$ cat config.mk
export PLATFORM = sky130hd
export DESIGN_NAME = cache_fill_top
export DESIGN_NICKNAME = d
export VERILOG_FILES = /design/src/cache_geom_pkg.sv /design/src/fill_if_pkg.sv /design/src/cache_fill_top.sv /design/src/fill_arbiter.sv /design/src/cache_fill_fsm.sv
export SDC_FILE = /design/constraint.sdc
export NUM_CORES = 1
export LEC_CHECK = 0
export ABC_CLOCK_PERIOD_IN_PS = 2100
export BUFFER_PORTS_ARGS = -buffer_cell sky130_fd_sc_hd__buf_2
export CORE_UTILIZATION = 48
export CTS_BUF_LIST = sky130_fd_sc_hd__clkbuf_8
export DETAILED_ROUTE_END_ITERATION = 16
export PLACE_DENSITY = 0.79
export REMOVE_ABC_BUFFERS = 1
export SKIP_LAST_GASP = 1
export SYNTH_ARGS = -nofsm -noshare
export SYNTH_HDL_FRONTEND = slang
export SYNTH_SLANG_ARGS = --single-unit
$ cat constraint.sdc
create_clock -name clk -period 2.1 [get_ports clk]
set_input_delay 0.105 -clock clk [delete_from_list [all_inputs] [get_ports clk]]
set_output_delay 0.105 -clock clk [all_outputs]
set_load 0.05 [all_outputs]
$ cat src/cache_geom_pkg.sv
/* Fixed cache geometry: 16-bit byte addresses, 16-byte blocks of eight 16-bit words
   Nothing here is tunable per instance */
`default_nettype none

package cache_geom_pkg;

  // Word and address width
  localparam int WORD_W      = 16;
  localparam int WORD_BYTES  = WORD_W / 8;   // Byte step between words

  // Block layout
  localparam int BLOCK_WORDS = 8;
  localparam int OFFSET_W    = 4;            // 16 bytes per block
  localparam int TAG_W       = WORD_W - OFFSET_W;

  // Fill counters must reach BLOCK_WORDS + 1
  localparam int CNT_W       = 4;

  // Field view of an address
  typedef struct packed {
    logic [TAG_W-1:0]    tag;
    logic [OFFSET_W-1:0] offset;
  } cache_addr_s;

  // One address word, read raw for arithmetic or split into tag and offset
  typedef union packed {
    logic [WORD_W-1:0] raw;
    cache_addr_s       f;
  } cache_addr_u;

endpackage : cache_geom_pkg

`default_nettype wire
$ cat src/fill_if_pkg.sv
/* Bus payloads between fill controllers, arbiter, memory and cache arrays
   Strobes are single-cycle, no ready or stall anywhere */
`default_nettype none

package fill_if_pkg;

  import cache_geom_pkg::*;

  // Read request to memory, one word per strobe
  typedef struct packed {
    logic              rd;
    logic [WORD_W-1:0] addr;      // Byte address
  } mem_req_t;

  // Memory answer, in request order
  typedef struct packed {
    logic              valid;
    logic [WORD_W-1:0] data;
  } mem_rsp_t;

  // Write port into one cache's data and tag arrays
  typedef struct packed {
    logic              data_we;
    logic [WORD_W-1:0] addr;
    logic [WORD_W-1:0] data;
    logic              tag_we;
    logic [TAG_W-1:0]  tag;
  } array_wr_t;

  // Current owner of the memory port
  typedef enum logic [1:0] {
    SEL_NONE   = 2'd0,
    SEL_ICACHE = 2'd1,
    SEL_DCACHE = 2'd2
  } fill_sel_e;

endpackage : fill_if_pkg

`default_nettype wire

$ cat src/cache_fill_top.sv
/* Miss-fill subsystem: instruction and data fill controllers on one read-only memory port
   Memory must return one word per request, in order, after a fixed latency of 1+ cycles */
`timescale 1ns/1ns
`default_nettype none

module cache_fill_top
  import cache_geom_pkg::*;
  import fill_if_pkg::*;
(
  input  wire logic        clk,
  input  wire logic        rst_n,
  input  wire logic        miss_i,
  input  wire logic        miss_d,
  input  wire cache_addr_u miss_addr_i,
  input  wire cache_addr_u miss_addr_d,
  input  wire mem_rsp_t    mem_rsp,
  output mem_req_t         mem_req,
  output array_wr_t        wr_i,
  output array_wr_t        wr_d,
  output logic             busy_i,
  output logic             busy_d
);

  mem_req_t req_i;
  mem_req_t req_d;
  mem_rsp_t rsp_i;
  mem_rsp_t rsp_d;
  logic     grant_i;
  logic     grant_d;
  logic     done_i;
  logic     done_d;

  // Instruction side
  cache_fill_fsm fill_i (
    .clk       (clk),
    .rst_n     (rst_n),
    .miss      (miss_i),
    .miss_addr (miss_addr_i),
    .grant     (grant_i),
    .rsp       (rsp_i),
    .req       (req_i),
    .wr        (wr_i),
    .busy      (busy_i),
    .done      (done_i)
  );

  // Data side
  cache_fill_fsm fill_d (
    .clk       (clk),
    .rst_n     (rst_n),
    .miss      (miss_d),
    .miss_addr (miss_addr_d),
    .grant     (grant_d),
    .rsp       (rsp_d),
    .req       (req_d),
    .wr        (wr_d),
    .busy      (busy_d),
    .done      (done_d)
  );

  fill_arbiter arb0 (
    .clk     (clk),
    .rst_n   (rst_n),
    .miss_i  (miss_i),
    .miss_d  (miss_d),
    .done_i  (done_i),
    .done_d  (done_d),
    .req_i   (req_i),
    .req_d   (req_d),
    .mem_rsp (mem_rsp),
    .grant_i (grant_i),
    .grant_d (grant_d),
    .mem_req (mem_req),
    .rsp_i   (rsp_i),
    .rsp_d   (rsp_d)
  );

endmodule : cache_fill_top

`default_nettype wire

$ cat src/fill_arbiter.sv
/* Single memory port shared by two fill controllers, data side wins ties
   A granted fill is never preempted; the grant is released the cycle after done */
`timescale 1ns/1ns
`default_nettype none

module fill_arbiter
  import fill_if_pkg::*;
(
  input  wire logic     clk,
  input  wire logic     rst_n,
  input  wire logic     miss_i,
  input  wire logic     miss_d,
  input  wire logic     done_i,
  input  wire logic     done_d,
  input  wire mem_req_t req_i,
  input  wire mem_req_t req_d,
  input  wire mem_rsp_t mem_rsp,
  output logic          grant_i,
  output logic          grant_d,
  output mem_req_t      mem_req,
  output mem_rsp_t      rsp_i,
  output mem_rsp_t      rsp_d
);

  fill_sel_e owner;
  fill_sel_e owner_nxt;

  // Fixed priority, only chosen from idle
  always_comb begin
    owner_nxt = owner;
    case (owner)
      SEL_NONE: begin
        if (miss_d) begin
          owner_nxt = SEL_DCACHE;
        end else if (miss_i) begin
          owner_nxt = SEL_ICACHE;
        end
      end
      SEL_ICACHE: if (done_i) owner_nxt = SEL_NONE;
      SEL_DCACHE: if (done_d) owner_nxt = SEL_NONE;
      default:    owner_nxt = SEL_NONE;
    endcase
  end

  always_ff @(posedge clk) begin
    if (!rst_n) begin
      owner <= SEL_NONE;
    end else begin
      owner <= owner_nxt;
    end
  end

  assign grant_i = (owner == SEL_ICACHE);
  assign grant_d = (owner == SEL_DCACHE);

  // Owner's request goes out, idle port drives nothing
  always_comb begin
    case (owner)
      SEL_ICACHE: mem_req = req_i;
      SEL_DCACHE: mem_req = req_d;
      default:    mem_req = '0;
    endcase
  end

  // Data fans out to both, valid only to the owner
  always_comb begin
    rsp_i       = mem_rsp;
    rsp_i.valid = mem_rsp.valid & grant_i;
    rsp_d       = mem_rsp;
    rsp_d.valid = mem_rsp.valid & grant_d;
  end

endmodule : fill_arbiter

`default_nettype wire

$ cat src/cache_fill_fsm.sv
/* Block fill for one cache: 8 requests, 8 data writes on valid responses, then tag write
   Miss must stay high until the tag write; dropping it early abandons the fill */
`timescale 1ns/1ns
`default_nettype none

module cache_fill_fsm
  import cache_geom_pkg::*;
  import fill_if_pkg::*;
(
  input  wire logic        clk,
  input  wire logic        rst_n,
  input  wire logic        miss,
  input  wire cache_addr_u miss_addr,
  input  wire logic        grant,
  input  wire mem_rsp_t    rsp,
  output mem_req_t         req,
  output array_wr_t        wr,
  output logic             busy,
  output logic             done
);

  localparam logic [CNT_W-1:0] LAST_REQ = CNT_W'(BLOCK_WORDS);
  localparam logic [CNT_W-1:0] REQ_DONE = LAST_REQ + 1'b1;
  localparam logic [WORD_W-1:0] STEP    = WORD_W'(WORD_BYTES);

  logic [CNT_W-1:0] req_cnt;   // 0 load base, 1..8 strobe, 9 spent
  logic [CNT_W-1:0] ret_cnt;   // Words returned so far
  cache_addr_u      req_addr;  // Next memory address
  cache_addr_u      wr_addr;   // Next data array address
  cache_addr_u      base;
  logic             active;
  logic             first;
  logic             req_fire;
  logic             ret_fire;
  logic             tag_fire;

  // Block base is the miss address with the offset cleared
  always_comb begin
    base          = miss_addr;
    base.f.offset = '0;
  end

  assign active   = miss & grant;
  assign first    = active & (req_cnt == '0);
  assign req_fire = active & (req_cnt != '0) & (req_cnt <= LAST_REQ);
  assign ret_fire = active & rsp.valid & (ret_cnt != LAST_REQ);
  assign tag_fire = active & (ret_cnt == LAST_REQ);  // Cycle after 8th word

  // Request sequencing advances every granted cycle
  always_ff @(posedge clk) begin
    if (!rst_n || !active) begin
      req_cnt <= '0;
    end else if (req_cnt != REQ_DONE) begin
      req_cnt <= req_cnt + 1'b1;
    end
  end

  // Returned words only count on valid responses
  always_ff @(posedge clk) begin
    if (!rst_n || !active || tag_fire) begin
      ret_cnt <= '0;
    end else if (ret_fire) begin
      ret_cnt <= ret_cnt + 1'b1;
    end
  end

  // Request address, stops on base+14 so the tag field stays valid
  always_ff @(posedge clk) begin
    if (first) begin
      req_addr <= base;
    end else if (req_fire && (req_cnt != LAST_REQ)) begin
      req_addr.raw <= req_addr.raw + STEP;
    end
  end

  // Write address follows the responses, not the requests
  always_ff @(posedge clk) begin
    if (first) begin
      wr_addr <= base;
    end else if (ret_fire && (ret_cnt != LAST_REQ - 1'b1)) begin
      wr_addr.raw <= wr_addr.raw + STEP;
    end
  end

  always_comb begin
    req.rd   = req_fire;
    req.addr = req_addr.raw;
  end

  // Data write rides the response cycle
  always_comb begin
    wr.data_we = ret_fire;
    wr.addr    = wr_addr.raw;
    wr.data    = rsp.data;
    wr.tag_we  = tag_fire;
    wr.tag     = req_addr.f.tag;  // Latched block, not the live miss address
  end

  assign busy = miss;
  assign done = tag_fire;

endmodule : cache_fill_fsm

`default_nettype wire

; ---- Word-level counts from Yosys, hierarchy flattened
; Index checks and enable logic that the tools add are counted.
[totals]
latch_bits = 0
register_bits = 82
mem_count = 0
rom_bits = 0
inputBits = 53
word_cells = 89
mem_bits_rw = 0
output_inout_bits = 111
[classes]
multipliers = 0
shifts = 0
div = 0
eq_ne = 15
n_addsub = 8
bitwise_logic = 16
n_lt_le_gt_ge = 2
n_reduce_logical = 21
n_mux = 14
[op_table]
columns = cell, n
row1 = 16-bit 2-to-1 mux, 8
row2 = "16-bit by 2-bit adder with 16-bit output, second input constant", 4
row3 = 17-bit case mux with 2 select lines, 1
row4 = "4-bit != test, second input constant", 6
row5 = "4-bit by 1-bit adder with 4-bit output, second input constant", 4
row6 = 1-bit AND, 16
row7 = "4-bit == test, second input constant", 2
row8 = "4-bit less-or-equal comparator, second input constant", 2
row9 = 4-bit zero test, 2
row10 = 2-bit 2-to-1 mux, 4
row11 = "4-bit by 3-bit != test with 1-bit output, second input constant", 2
row12 = 2-bit nonzero test, 4
row13 = 4-bit nonzero test, 2
row14 = 2-bit case mux with 3 select lines, 1
row15 = 1-bit logical AND, 4
row16 = 1-bit logical OR, 4
row17 = "2-bit != test, second input constant", 2
row18 = 1-bit zero test, 3
row19 = "3-bit != test, second input constant", 1
row20 = 3-bit AND reduction, 1
row21 = "2-bit by 1-bit == test with 1-bit output, second input constant", 1
row22 = "2-bit == test, second input constant", 1
row23 = 2-bit zero test, 1

; ---- Longest topological paths before layout
[depth]
word_depth = 7
mapped_depth = 8
ltp_nobuf = 7

; ---- Modules after synthesis
; From an unflattened synthesis, not the netlist that was laid out.
[unflattened]
cells_unflattened = 628
area_unflattened_um2 = 5698.0
[modules_own_cells]
columns = module, cells_per_inst, n_inst, area_each_um2, seq_area_each_um2
row1 = cache_fill_fsm, 268, 2, 2489.9, 1001.0
row2 = fill_arbiter, 92, 1, 718.2, 40.0

; ---- Least setup slack after synthesis
; Ideal clock, no wire load.
[synth_path]
kind = flip-flop to output port
from = register arb0.owner[0]
to = output port mem_req[11] in the netlist's numbering
t_arrival_ps = 1932
path_stages_with_launch = 7
required_time_ps = 1995
slack_ps = 63
n_path_buf = 2
path_cell_list = dfxtp_1 inv_1 ha_1 clkbuf_1 clkbuf_1 a22oi_1 nor2b_1
[synth_lines]
columns = item, line_no
row1 = from (decl), fill_arbiter.sv:25  ; fill_sel_e owner;
row2 = from (signal assigned), fill_arbiter.sv:49  ; owner <= owner_nxt;
row3 = to (decl), cache_fill_top.sv:17  ; output mem_req_t mem_req,

==> results.yml <==
synth:
  synthDistinctLibCells: 45
  ys_seq_area_share_pct: 39.8
  synth_area_leaders: "edfxtp_1 28%, dfxtp_1 12%, buf_4 9.5%"
  synth_cells: 572
  synth_area_mm2: 0.00513
  synth.avg_cell_area_um2: 8.97
  ys_warn_count: 0
  synth_edf_count: 48
  synth.ff_latch_count: 78
  async_reset_ff_share_pct: 0
  synth.largest_area_cell: "edfxtp_1"
  synth_top_cell_area_share_pct: 28.1
  synthFlopType: "edfxtp_1"
cts:
  ctsHoldBuffers: 0
  clkTransAtPathRegs_ns: 0.08
  cts_tree: "yes"
  clk_latency_ns: 0.36
  htreeDepth: 3
  cts_buffers: 9
  cts_setup_buffers: 0
  clockBufferDepth: 2
  cts_sinks: 78
  cts-root-buf: "clkbuf_8"
worst_setup_path:
  slowest_stage: "ha_1"
  crit_path_start_kind: "register"
  arrival_ns: 1.91
  cp_max_fo: 16
  path_class: "reg -> out"
  endpoint_kind: "output pin"
  crit_chain: "inv_1 > ha_1 > nor2b_1 > buf_2"
  cpPeakStageDelay_ns: 0.52
  crit_required_ns: 2.00
drt:
  vias: 4238
  routed_wl_um: 12400
  ant_nets: 0
  drt_iter0_drc: 245
  wire_per_inst_um: 16.1
  via_per_inst: 5.52
  dr.pass1.iters: 5
  drc: 0
place:
  hpwl_um: 9440
  globalplace.congestion: 0.894
  port_buffers: 104
  dpl_worst_slack_ns: 0.135
global_routing:
  grt_pass1_vias: 4008
  grt_use_total_pct: 22.2
  grt_max_degree: 19
  antenna_found_initial: 0
  grt_pass1_wl_um: 19400
  overflow: 0
final_layout:
  fin_nets: 698
  regArea_mm2: 0.00204
  multi_input_area_mm2: 0.00245
  layout-drive-gt1-share_pct: 23.3
  area_growth_pct: 9.54
  nFillCells: 924
  antenna_cells: 0
sta:
  fmax_mhz: 496
  finalHoldViolCount: 0
  setup_viol: 0
  skew_ns: 0.0114
  rsz0062_at_grt: "true"
  period_needed_ns: 2.02
  tns_ns: 0
  whs_ns: 0.0649
  setup_ws_ns: 0.0826
  fin_crit_sh_pct: 96.1
  drv_slew: 0
die:
  fp.coreArea_mm2: 0.0103
  start_util_pct: 49.7
  die-area_mm2: 0.0111
  die_h_um: 105
  fp-row-count: 37
  die_w_um: 105
  io-pin-count: 164
pwr:
  peakVddDrop_mv: 0.411
  leakagePower_nw: 2.19
  p_per_area_mw_per_mm2: 833
worst_hold_path:
  hold_class: "in -> reg"
status:
  status: "finished, final reports clean"
job:
  maxCapViolCount: 0
-- cells by family after synthesis --
family	after synthesis	share of synthesized area (%)
AND/OR/NAND/NOR	214	20.7
buffers and inverters	106	12.7
AO/OA/AOI/OAI	81	9.15
flip-flops	78	39.8
XOR/XNOR	60	10.2
adder cells (fa/ha/maj)	18	4.39
multiplexers	14	2.88
other	1	0.0731
-- metal layers --
layer  wire, µm  global-route usage [%]  vias up
met3       1070                    7.05       22
met1       5190                    27.2     1999
li1           -                       -     2026
met2       5890                    35.9      191
met4        242                    8.95        0
met5          0                    2.86        -
-- sequential cells by signal (all words and copies together) (netlist names), 4 cells and up --
name             flops
fill_d.req_addr     15
fill_d.wr_addr      15
fill_i.req_addr     15
fill_i.wr_addr      15
fill_d.req_cnt       4
fill_d.ret_cnt       4
fill_i.req_cnt       4
fill_i.ret_cnt       4
-- worst paths after layout --
path                 start  cells past startpoint                 to  slack (ns)
max reg2reg  arb0.owner[0]                      5  fill_d.wr_addr[6]        0.13
min reg2reg  arb0.owner[1]                      2      arb0.owner[1]        0.50
min                  rst_n                      3      arb0.owner[0]        0.06
max          arb0.owner[0]                      4         mem_req[2]        0.08
-- cells in the mapped netlist, types with 8 or more instances --
library cell and count:
nor4_1 9, buf_4 65, nand4_1 11, nor3_1 14, a22oi_1 15, nand2_1 55
dfxtp_1 30, xor2_1 17, o21ai_0 46, mux2i_1 8, nor2b_1 17, a31oi_1 8
inv_1 27, nor2_1 45, xnor2_1 43, edfxtp_1 48, nand3_1 32, ha_1 18
-- cells in the final DEF, fill, tap and decap left out, types with 9 or more instances in the layout --
cell	netlist	final
ha_1	18	18
buf_4	65	15
xnor2_1	43	42
inv_1	27	29
edfxtp_1	48	48
nand4_1	11	11
o21ai_0	46	46
xor2_1	17	17
nor4_1	9	9
nor2_1	45	45
nor3_1	14	14
nand3_1	32	32
nor2b_1	17	17
a22oi_1	15	15
nand2_1	55	54
dfxtp_1	30	30
clkbuf_8	0	9
buf_2	3	103
-- where the power goes --
part           switching (mW)  internal, mW  total, mW
Combinational            1.03         0.435       1.46
Clock                   0.571         0.657       1.23
Sequential              0.177          1.81       1.99
-- through the flow --
| stage | std cells | utilization, % | instance area, µm² | power (mW) |
|---|---|---|---|---|
| floorplan | 497 | - | 4590 | 3.06 |
| global placement | 752 | 52.3 | 5400 | 3.42 |
| detailed placement | 752 | 52.3 | 5400 | 3.48 |
| CTS | 768 | 54.3 | 5610 | 4.69 |
| global route | 768 | 54.4 | 5620 | 4.87 |
| finish | 768 | 54.4 | 5620 | 4.68 |
-- what timing repair did --
item,in CTS,in global routing
setup endpoints to repair,1,5
gates resized for setup,1,3
endpoints found under the hold margin,0,0
-- worst max-delay path: cells and delay by family, from the launching register on --
family	cells	cell delay (ns)
buffers and inverters	2	0.38
flip-flops	1	0.39
adder cells (fa/ha/maj)	1	0.52
AND/OR/NAND/NOR	1	0.26
-- final cells by class --
cell class,instances,share of cell area (%)
inverters,29,1.94
repair buffers,119,11.4
multi-input cells,390,43.6
well taps,136,3.03
clock inverters,7,1.47
flip-flops and latches,78,36.3
clock buffers,9,2.20
No activity file was read; power rests on OpenSTA's default activity.
